File: src/hdl/mipsCtrlPkg.sv
package mipsCtrlPkg;

	typedef enum logic [3:0] {
		Fetch,
		Decode,
		ArithExec,
		ArithWrite,
		ImmExec,
		ImmWrite,
		MemAddr,
		LoadRead,
		LoadWrite,
		StoreWrite,
		Branch,
		Jump,
		Except,
		Halt
	} seqStateT;

	typedef enum logic [1:0] {
		Add,
		Sub,
		And
	} aluOpT;

	typedef enum logic {
		Pc,
		RegA
	} srcAT;

	typedef enum logic [1:0] {
		RegB,
		Four,
		SignImm,
		ShiftedImm
	} srcBT;

	typedef enum logic [1:0] {
		AluResult,
		AluOut,
		JumpTarget,
		Vector
	} pcSrcT;

endpackage

File: src/hdl/mipsIsaPkg.sv
package mipsIsaPkg;

	typedef logic [31:0] wordT;
	typedef logic [4:0] regAddrT;
	typedef logic [15:0] immT;
	typedef logic [25:0] jumpT;

	typedef enum logic [5:0] {
		RTYPE = 6'h00,
		J = 6'h02,
		BEQ = 6'h04,
		BNE = 6'h05,
		ADDI = 6'h08,
		ADDIU = 6'h09,
		LW = 6'h23,
		SW = 6'h2B
	} opcodeT;

	typedef enum logic [5:0] {
		SLL = 6'h00, // Only as NOP
		BREAK = 6'h0D,
		ADD = 6'h20,
		SUB = 6'h22,
		AND = 6'h24
	} functT;

	function automatic wordT signExt(immT imm);
		return {{16{imm[15]}}, imm};
	endfunction

	// Region of the already incremented PC
	function automatic wordT jumpAddr(wordT pc, jumpT target);
		return {pc[31:28], target, 2'b00};
	endfunction

endpackage
File: src/hdl/ctrlBus.sv
`timescale 1ns/1ps

interface ctrlIf;
	import mipsIsaPkg::*;
	import mipsCtrlPkg::*;

	aluOpT aluOp;
	srcAT srcA;
	srcBT srcB;
	pcSrcT pcSrc;
	logic pcWrite, branchWrite, branchNe, irWrite;
	logic regWrite, regDstRd, memToReg, addrFromAlu, epcWrite;
	opcodeT opcode;
	functT funct;
	logic overflow;
	logic instrZero; // Whole IR is zero

	modport Seq (output aluOp, srcA, srcB, pcSrc, pcWrite, branchWrite, branchNe, irWrite,
		regWrite, regDstRd, memToReg, addrFromAlu, epcWrite,
		input opcode, funct, overflow, instrZero);
	modport Dp (input aluOp, srcA, srcB, pcSrc, pcWrite, branchWrite, branchNe, irWrite,
		regWrite, regDstRd, memToReg, addrFromAlu, epcWrite,
		output opcode, funct, overflow, instrZero);
endinterface

interface memIf;
	import mipsIsaPkg::*;

	logic req; // One cycle per access
	logic we;
	wordT addr, wrData, rdData;
	logic done; // One cycle with rdData valid

	modport Seq (output req, we, input done);
	modport Dp (output addr, wrData, input rdData, done);
	modport Bus (input req, we, addr, wrData, output rdData, done);
endinterface

File: src/hdl/mipsCore.sv
`timescale 1ns/1ps

module mipsCore #(
	parameter mipsIsaPkg::wordT ResetVector = '0,
	parameter mipsIsaPkg::wordT ExceptionVector = 32'h80
) (
	input logic Clk,
	input logic Reset,
	output logic WbCyc,
	output logic WbStb,
	output logic WbWe,
	output mipsIsaPkg::wordT WbAdr,
	output mipsIsaPkg::wordT WbDatO,
	input mipsIsaPkg::wordT WbDatI,
	input logic WbAck,
	output logic Halted
);
	ctrlIf ctrl ();
	memIf mem ();

	controlFsm controlFsm_inst (
		.Clk(Clk),
		.Reset(Reset),
		.ctrl(ctrl.Seq),
		.mem(mem.Seq),
		.Halted(Halted)
	);

	dataPath #(
		.ResetVector(ResetVector),
		.ExceptionVector(ExceptionVector)
	) dataPath_inst (
		.Clk(Clk),
		.Reset(Reset),
		.ctrl(ctrl.Dp),
		.mem(mem.Dp)
	);

	wbMaster wbMaster_inst (
		.Clk(Clk),
		.Reset(Reset),
		.mem(mem.Bus),
		.WbCyc(WbCyc),
		.WbStb(WbStb),
		.WbWe(WbWe),
		.WbAdr(WbAdr),
		.WbDatO(WbDatO),
		.WbDatI(WbDatI),
		.WbAck(WbAck)
	);

endmodule

File: src/hdl/wbMaster.sv
`timescale 1ns/1ps

module wbMaster (
	input logic Clk,
	input logic Reset,
	memIf.Bus mem,
	output logic WbCyc,
	output logic WbStb,
	output logic WbWe,
	output mipsIsaPkg::wordT WbAdr,
	output mipsIsaPkg::wordT WbDatO,
	input mipsIsaPkg::wordT WbDatI,
	input logic WbAck
);
	typedef enum logic {Idle, Busy} busStateT;

	busStateT state;
	logic ackSeen;

	assign ackSeen = WbStb && WbAck;

	always_ff @(posedge Clk or posedge Reset) begin
		if (Reset) begin
			state <= Idle;
			WbCyc <= 1'b0;
			WbStb <= 1'b0;
			WbWe <= 1'b0;
			mem.done <= 1'b0;
		end else begin
			mem.done <= 1'b0;
			case (state)
				Idle: if (mem.req) begin
					state <= Busy;
					WbCyc <= 1'b1;
					WbStb <= 1'b1;
					WbWe <= mem.we;
				end
				default: if (ackSeen) begin // Drop the cycle right after Ack
					state <= Idle;
					WbCyc <= 1'b0;
					WbStb <= 1'b0;
					WbWe <= 1'b0;
					mem.done <= 1'b1;
				end
			endcase
		end
	end

	always_ff @(posedge Clk) begin
		if (state == Idle && mem.req) begin
			WbAdr <= mem.addr;
			WbDatO <= mem.wrData;
		end
		if (ackSeen)
			mem.rdData <= WbDatI;
	end

endmodule

File: src/hdl/dataPath.sv
`timescale 1ns/1ps

module dataPath #(
	parameter mipsIsaPkg::wordT ResetVector = '0,
	parameter mipsIsaPkg::wordT ExceptionVector = 32'h80
) (
	input logic Clk,
	input logic Reset,
	ctrlIf.Dp ctrl,
	memIf.Dp mem
);
	import mipsIsaPkg::*;
	import mipsCtrlPkg::*;

	wordT pc, ir, regA, regB, aluOut, mdr, epc;
	wordT rfDataA, rfDataB, rfWrData;
	wordT aluA, aluB, aluResult, pcNext;
	regAddrT wrAddr;
	immT imm;
	jumpT target;
	logic aluZero;

	assign imm = ir[15:0];
	assign target = ir[25:0];
	assign ctrl.opcode = opcodeT'(ir[31:26]);
	assign ctrl.funct = functT'(ir[5:0]);
	assign ctrl.instrZero = (ir == '0);

	assign wrAddr = ctrl.regDstRd ? ir[15:11] : ir[20:16];
	assign rfWrData = ctrl.memToReg ? mdr : aluOut;

	regFile regFile_inst (
		.Clk(Clk),
		.Reset(Reset),
		.rdAddrA(ir[25:21]),
		.rdAddrB(ir[20:16]),
		.wrAddr(wrAddr),
		.wrEn(ctrl.regWrite),
		.wrData(rfWrData),
		.rdDataA(rfDataA),
		.rdDataB(rfDataB)
	);

	assign aluA = (ctrl.srcA == RegA) ? regA : pc;

	always_comb begin
		case (ctrl.srcB)
			RegB: aluB = regB;
			Four: aluB = 32'd4;
			SignImm: aluB = signExt(imm);
			default: aluB = signExt(imm) << 2;
		endcase
		case (ctrl.aluOp)
			Sub: aluResult = aluA - aluB;
			And: aluResult = aluA & aluB;
			default: aluResult = aluA + aluB;
		endcase
		case (ctrl.aluOp)
			Add: ctrl.overflow = (aluA[31] == aluB[31]) && (aluResult[31] != aluA[31]);
			Sub: ctrl.overflow = (aluA[31] != aluB[31]) && (aluResult[31] != aluA[31]);
			default: ctrl.overflow = 1'b0;
		endcase
		case (ctrl.pcSrc)
			AluResult: pcNext = aluResult;
			AluOut: pcNext = aluOut;
			JumpTarget: pcNext = jumpAddr(pc, target);
			default: pcNext = ExceptionVector;
		endcase
	end

	assign aluZero = (aluResult == '0);

	always_ff @(posedge Clk or posedge Reset) begin
		if (Reset) begin
			pc <= ResetVector;
			ir <= '0;
		end else begin
			if (ctrl.pcWrite || (ctrl.branchWrite && (aluZero != ctrl.branchNe)))
				pc <= pcNext;
			if (ctrl.irWrite && mem.done)
				ir <= mem.rdData;
		end
	end

	always_ff @(posedge Clk) begin
		regA <= rfDataA;
		regB <= rfDataB;
		aluOut <= aluResult;
		if (mem.done && !ctrl.irWrite)
			mdr <= mem.rdData; // Load data
		if (ctrl.epcWrite)
			epc <= aluResult;
	end

	assign mem.addr = ctrl.addrFromAlu ? aluOut : pc;
	assign mem.wrData = regB;

endmodule

File: src/hdl/controlFsm.sv
`timescale 1ns/1ps

module controlFsm (
	input logic Clk,
	input logic Reset,
	ctrlIf.Seq ctrl,
	memIf.Seq mem,
	output logic Halted
);
	import mipsIsaPkg::*;
	import mipsCtrlPkg::*;

	seqStateT state, nextState;
	logic memAccess; // State owns a bus access
	logic reqPending;

	always_ff @(posedge Clk or posedge Reset) begin
		if (Reset) begin
			state <= Fetch;
			reqPending <= 1'b0;
		end else begin
			state <= nextState;
			if (mem.req)
				reqPending <= 1'b1;
			else if (mem.done)
				reqPending <= 1'b0;
		end
	end

	assign mem.req = memAccess && !reqPending;
	assign Halted = (state == Halt);

	always_comb begin
		ctrl.aluOp = Add;
		ctrl.srcA = Pc;
		ctrl.srcB = Four;
		ctrl.pcSrc = AluResult;
		ctrl.pcWrite = 1'b0;
		ctrl.branchWrite = 1'b0;
		ctrl.branchNe = 1'b0;
		ctrl.irWrite = 1'b0;
		ctrl.regWrite = 1'b0;
		ctrl.regDstRd = 1'b0;
		ctrl.memToReg = 1'b0;
		ctrl.addrFromAlu = 1'b0;
		ctrl.epcWrite = 1'b0;
		mem.we = 1'b0;
		memAccess = 1'b0;
		nextState = state;
		case (state)
			Fetch: begin
				memAccess = 1'b1;
				ctrl.irWrite = mem.done;
				ctrl.pcWrite = mem.done; // PC + 4 with the new IR
				if (mem.done)
					nextState = Decode;
			end
			Decode: begin
				ctrl.srcB = ShiftedImm; // Branch target into ALUOut
				case (ctrl.opcode)
					RTYPE: begin
						case (ctrl.funct)
							ADD, SUB, AND: nextState = ArithExec;
							BREAK: nextState = Halt;
							SLL: nextState = ctrl.instrZero ? Fetch : Except;
							default: nextState = Except;
						endcase
					end
					BEQ, BNE: nextState = Branch;
					J: nextState = Jump;
					ADDI, ADDIU: nextState = ImmExec;
					LW, SW: nextState = MemAddr;
					default: nextState = Except;
				endcase
			end
			ArithExec, ArithWrite: begin
				ctrl.srcA = RegA;
				ctrl.srcB = RegB;
				case (ctrl.funct)
					SUB: ctrl.aluOp = Sub;
					AND: ctrl.aluOp = And;
					default: ctrl.aluOp = Add;
				endcase
				if (state == ArithWrite) begin
					ctrl.regWrite = 1'b1;
					ctrl.regDstRd = 1'b1;
					nextState = Fetch;
				end else begin
					nextState = ctrl.overflow ? Except : ArithWrite; // Never set for AND
				end
			end
			ImmExec, ImmWrite: begin
				ctrl.srcA = RegA;
				ctrl.srcB = SignImm;
				if (state == ImmWrite) begin
					ctrl.regWrite = 1'b1;
					nextState = Fetch;
				end else if (ctrl.overflow && ctrl.opcode == ADDI) begin
					nextState = Except;
				end else begin
					nextState = ImmWrite; // ADDIU wraps
				end
			end
			MemAddr, LoadRead, LoadWrite, StoreWrite: begin
				ctrl.srcA = RegA;
				ctrl.srcB = SignImm;
				ctrl.addrFromAlu = 1'b1;
				case (state)
					MemAddr: nextState = (ctrl.opcode == LW) ? LoadRead : StoreWrite;
					LoadWrite: begin
						ctrl.regWrite = 1'b1;
						ctrl.memToReg = 1'b1;
						nextState = Fetch;
					end
					default: begin
						memAccess = 1'b1;
						mem.we = (state == StoreWrite);
						if (mem.done)
							nextState = (state == LoadRead) ? LoadWrite : Fetch;
					end
				endcase
			end
			Branch: begin
				ctrl.srcA = RegA;
				ctrl.srcB = RegB;
				ctrl.aluOp = Sub;
				ctrl.pcSrc = AluOut;
				ctrl.branchWrite = 1'b1;
				ctrl.branchNe = (ctrl.opcode == BNE);
				nextState = Fetch;
			end
			Jump: begin
				ctrl.pcSrc = JumpTarget;
				ctrl.pcWrite = 1'b1;
				nextState = Fetch;
			end
			Except: begin
				ctrl.aluOp = Sub; // PC - 4 is the trapping instruction
				ctrl.epcWrite = 1'b1;
				ctrl.pcSrc = Vector;
				ctrl.pcWrite = 1'b1;
				nextState = Fetch;
			end
			default: nextState = Halt;
		endcase
	end

endmodule

File: src/hdl/regFile.sv
`timescale 1ns/1ps

module regFile (
	input logic Clk,
	input logic Reset,
	input mipsIsaPkg::regAddrT rdAddrA,
	input mipsIsaPkg::regAddrT rdAddrB,
	input mipsIsaPkg::regAddrT wrAddr,
	input logic wrEn,
	input mipsIsaPkg::wordT wrData,
	output mipsIsaPkg::wordT rdDataA,
	output mipsIsaPkg::wordT rdDataB
);
	import mipsIsaPkg::*;

	wordT regs [32];

	always_ff @(posedge Clk or posedge Reset) begin
		if (Reset) begin
			for (int i = 0; i < 32; i++)
				regs[i] <= '0;
		end else if (wrEn && wrAddr != '0) begin // $zero never written
			regs[wrAddr] <= wrData;
		end
	end

	assign rdDataA = regs[rdAddrA];
	assign rdDataB = regs[rdAddrB];

endmodule

File: config.mk
export PLATFORM = sky130hd
export DESIGN_NAME = mipsCore
export DESIGN_NICKNAME = d
export VERILOG_FILES = /design/src/hdl/mipsCtrlPkg.sv /design/src/hdl/mipsIsaPkg.sv /design/src/hdl/ctrlBus.sv /design/src/hdl/mipsCore.sv /design/src/hdl/wbMaster.sv /design/src/hdl/dataPath.sv /design/src/hdl/controlFsm.sv /design/src/hdl/regFile.sv
export SDC_FILE = /design/constraint.sdc
export NUM_CORES = 2
export LEC_CHECK = 0
export ABC_AREA = 1
export BUFFER_PORTS_ARGS = -buffer_cell sky130_fd_sc_hd__buf_2
export CORE_UTILIZATION = 45
export CTS_CLUSTER_DIAMETER = 120
export DETAILED_ROUTE_END_ITERATION = 6
export SYNTH_ARGS = -nofsm -noshare
export SYNTH_HDL_FRONTEND = slang
export SYNTH_SLANG_ARGS = --single-unit
File: constraint.sdc
create_clock -name Clk -period 40.1 [get_ports Clk]
set_input_delay 12.03 -clock Clk [delete_from_list [all_inputs] [get_ports Clk]]
set_output_delay 12.03 -clock Clk [all_outputs]
set_load 0.01 [all_outputs]
==> qor.yml <==
fin_skew_ns: 0.0265
period_share_pct: 38.3
drv_slew: 0
wl_met3_mm: 29.9
cp.arrival_ns: 16.17
synth_cell_types: 57
synth_warnings: 0
cp_slowest_cell: "buf_4"
cpMostUsedCell: "buf_4"
met2WireLength_mm: 117
seqPwrFrac_pct: 30.3
numCtsBuffers: 148
n_fill_cell: 14700
r2r_start: "controlFsm_inst.state[1]$_DFFE_PP0P_"
cts_tree: "built"
root_buffer: "clkbuf_16"
path_delay_family: "buffers and inverters"
vias_per_cell: 6.12
grt_max_degree: 169
crit_end: "dataPath_inst.regFile_inst.regs[358]$_DFFE_PP0P_"
synth_top_family_by_area: "compound AO/OA/AOI/OAI gates"
cts_buffer_depth: 3
syn_inst: 8951
rows: 143
synth_async_sr_flop_share_pct: 83.0
path_depth: 7
leakage_nw: 32.4
p_sw_share_pct: 49.7
synth.avg_cell_area_um2: 7.69
violations: "design-rule violations"
ioPinCount: 103
hold_path.class: "reg2reg"
vias: 65600
die_h_um: 393
final_nets: 8625
synth_edf_count: 128
fin_cells: 10700
core-area_um2: 152000
wl_met1_mm: 110
grt.overflow.total: 0
ant_nets: 0
synth_flop_cell: "dfrtp_1"
syn-num-nets: 9021
reg2reg_to: "dataPath_inst.pc[31]$_DFFE_PP0P_"
wl_mm: 271
cts_setup_buffers: 0
hold_viol: 0
critPathLaunchType: "input pin"
postLayoutCellArea_um2: 75200
die_w_um: 393
clk_pin_slew_worst_paths_ns: 0.06
crit_required_ns: 40.91
post_drt_wl_per_cell_um: 25.3
place_hpwl_mm: 154
synth-seq-area-share_pct: 48.3
portBuffers: 102
place.gp.congestion: 0.973
combPwrFrac_pct: 50.9
dr.first_iter.drc_count: 8812
status: "complete, but fails checks"
p_per_area_nw_per_um2: 98.8
crit_type: "in2async"
grtUsageTotal_pct: 34.8
cts-hold-fix-buffers: 0
fp.dieArea_um2: 155000
clkPwrFrac_pct: 18.8
setup_viol: 0
dr.max_layer_used: "met5"
rrSetupSlack_ns: 32.49
clock.fmax_mhz: 65.1
placed_cell_area_um2: 70300
synth-simple-area-share_pct: 16.8
grt_setup_unrepaired: "false"
grt_pass1_wl_mm: 400
synth_xor_area_share_pct: 0.407
crit_path_start: "Reset"
endpoint_kind: "asynchronous set/reset pin"
max_stage_delay_ns: 0.81
path_cells: "buf_2 > clkinvlp_4 > buf_4 > buf_4 > buf_4 > buf_4 > buf_4"
peakVddDrop_mv: 0.0511
numClockSinks: 1321
fin_setup_tns_ns: 0
synth.area.top_cells: "dfrtp_1 (40%), o21ai_0 (16%), nand2_1 (9.2%)"
netlist.area_leader.share_pct: 39.9
synth_compound_area_share_pct: 26.3
initial_core_util_pct: 45.3
synth_seq_cells: 1321
slew_headroom_pct: 18.8
antenna_found_initial: 10
clk-insertion-delay-late_ns: 0.81
htreeDepth: 4
synthMuxAreaShare_pct: 0.0164
drive_gt1_share_pct: 6.34
first_pass_iters: 7
drv_cap: 0
area_delta_synth_final_pct: 9.26
period_needed_ns: 15.37
ctsResizeCount: 0
synthAdderAreaFrac_pct: 0.647
worstHoldStart: "dataPath_inst.regFile_inst.regs[1019]$_DFFE_PP0P_"
setup_ws_ns: 24.73
p_switching_mw: 3.69
critPathBufInv: 7
drc: 4
fin_total_pwr_mw: 7.43
synth_area_um2: 68800
dpl.cell_count: 10400
yosysTopAreaCell: "dfrtp_1"
worst_pin_slew_ns: 1.22
internal_power_mw: 3.74
post-place-ws_ns: 23.75
worst-r2r-cell-count: 38
grt_pass1_vias: 60800
crit_fanout: 66
worst reg2reg max path, delay by kind of cell (launching register included):
kind | cells | cell delay, ns
AOI/OAI and AO/OA | 6 | 1.22
xor gates and xnor gates | 1 | 0.17
adders and majority gates | 2 | 0.47
buffers and inverters | 4 | 0.47
DFF | 1 | 0.41
and+or+nand+nor | 25 | 4.76
logic make-up (layout without fill, tap and decap cells):
group	Yosys count	after routing
AO/OA/AOI/OAI	3312	3312
XOR/XNOR	32	32
adder cells (fa/ha/maj)	35	35
buffers and inverters	1359	1086
flip-flops	1321	1321
multiplexers	1	1
other	0	2
AND/OR/NAND/NOR	2891	2891
worst min-delay path by stage:
stage	slack, ns	endpoint	depth (start not counted)
floorplan	0.41	wbMaster_inst.WbDatO[2]$_DFFE_PP_	0
global placement	0.38	dataPath_inst.regFile_inst.regs[1016]$_DFFE_PP0P_	0
detailed placement	0.38	dataPath_inst.regFile_inst.regs[1015]$_DFFE_PP0P_	0
CTS	0.39	dataPath_inst.regFile_inst.regs[1016]$_DFFE_PP0P_	0
global route	0.40	dataPath_inst.regFile_inst.regs[1016]$_DFFE_PP0P_	0
finish	0.39	dataPath_inst.regFile_inst.regs[1019]$_DFFE_PP0P_	0
power by group through the flow:
| stage | registers (mW) | logic (mW) | clock network, mW |
|---|---|---|---|
| 2_1_floorplan | 2.07 | 2.55 | 0 |
| 3_3_place_gp | 2.24 | 3.63 | 0 |
| 3_5_place_dp | 2.25 | 3.67 | 0 |
| 4_1_cts | 2.23 | 3.68 | 1.41 |
| 5_1_grt | 2.30 | 4.13 | 1.46 |
| 6_report | 2.25 | 3.78 | 1.40 |
metal layers:
| metal | global-route usage, % | vias to the layer above |
|---|---|---|
| li1 | - | 29600 |
| met1 | 47.2 | 31500 |
| met2 | 52.4 | 3717 |
| met3 | 7.53 | 720 |
| met4 | 17.6 | 2 |
| met5 | 0 | - |
layout by cell type, fill, tap and decap left out, types with 8 or more instances in the layout:
master     instances
a32oi_1           18
nand4_1           51
clkbuf_8          22
clkbuf_1          47
dfrtp_1         1087
bufinv_16          9
o21a_1            52
a32o_1             8
nor2_2             9
inv_2             11
nand2_1         1668
o21ai_0         2150
xor2_1            28
nor3_1            17
a31oi_1           29
nand3_1          285
dfrtp_4            8
clkbuf_16        155
o2111ai_1         10
inv_1            566
o21ai_1           38
o22ai_1           90
buf_4            119
nand3b_1           8
o31ai_1           12
edfxtp_1         128
o211ai_1         235
clkinv_1          10
dfxtp_1           96
o221ai_1         107
clkinv_2          19
buf_2            102
nor2_1           781
ha_1              34
a21oi_1          539
nand2_4           28
nor2_4            11
metrics by stage:
step,hold WS (ns),utilization [%]
finish,0.395,49.5
global route,0.403,49.5
CTS,0.395,49.5
detailed placement,0.382,46.3
global placement,0.377,46.3
floorplan,0.408,-
cell type report:
type | instances | area [µm²] | area share [%]
flip-flops and latches | 1321 | 33200 | 44.2
multi-input cells | 6271 | 30700 | 40.9
clock buffers | 224 | 4360 | 5.80
well taps | 2030 | 2540 | 3.38
inverters | 585 | 2230 | 2.97
repair buffers | 228 | 1540 | 2.05
clock inverters | 49 | 546 | 0.725
diodes | 2 | 5.00 | 0.00666
cells in the mapped netlist, drive strengths merged, types with 5 or more instances:
cell,number
a32o,8
o31ai,12
o211ai,235
dfxtp,96
a31oi,29
nand2,1702
a2bb2oi,7
a32oi,18
inv,582
buf,82
nand3b,8
o22ai,90
dfrtp,1097
nor2,801
o21ai,2189
nand3,291
clkbuf,692
nor3,24
nand4,52
nor4,5
o2111ai,10
o221ai,107
ha,34
a21oi,540
edfxtp,128
o21a,52
xor2,28
flip-flops by register name, indices dropped and copies added, names as in the netlist:
| name | flops |
|---|---|
| wbMaster_inst.WbWe | 1 |
| controlFsm_inst.reqPending | 1 |
| dataPath_inst.mem.wrData | 32 |
| wbMaster_inst.state | 1 |
| wbMaster_inst.mem.rdData | 32 |
| wbMaster_inst.WbAdr | 32 |
| wbMaster_inst.WbStb | 1 |
| dataPath_inst.regFile_inst.regs | 1024 |
| dataPath_inst.pc | 32 |
| wbMaster_inst.WbDatO | 32 |
| dataPath_inst.regA | 32 |
| dataPath_inst.ir | 32 |
| wbMaster_inst.mem.done | 1 |
| dataPath_inst.mdr | 32 |
| dataPath_inst.aluOut | 32 |
| controlFsm_inst.state | 4 |
(Power assumes the default switching activity.)
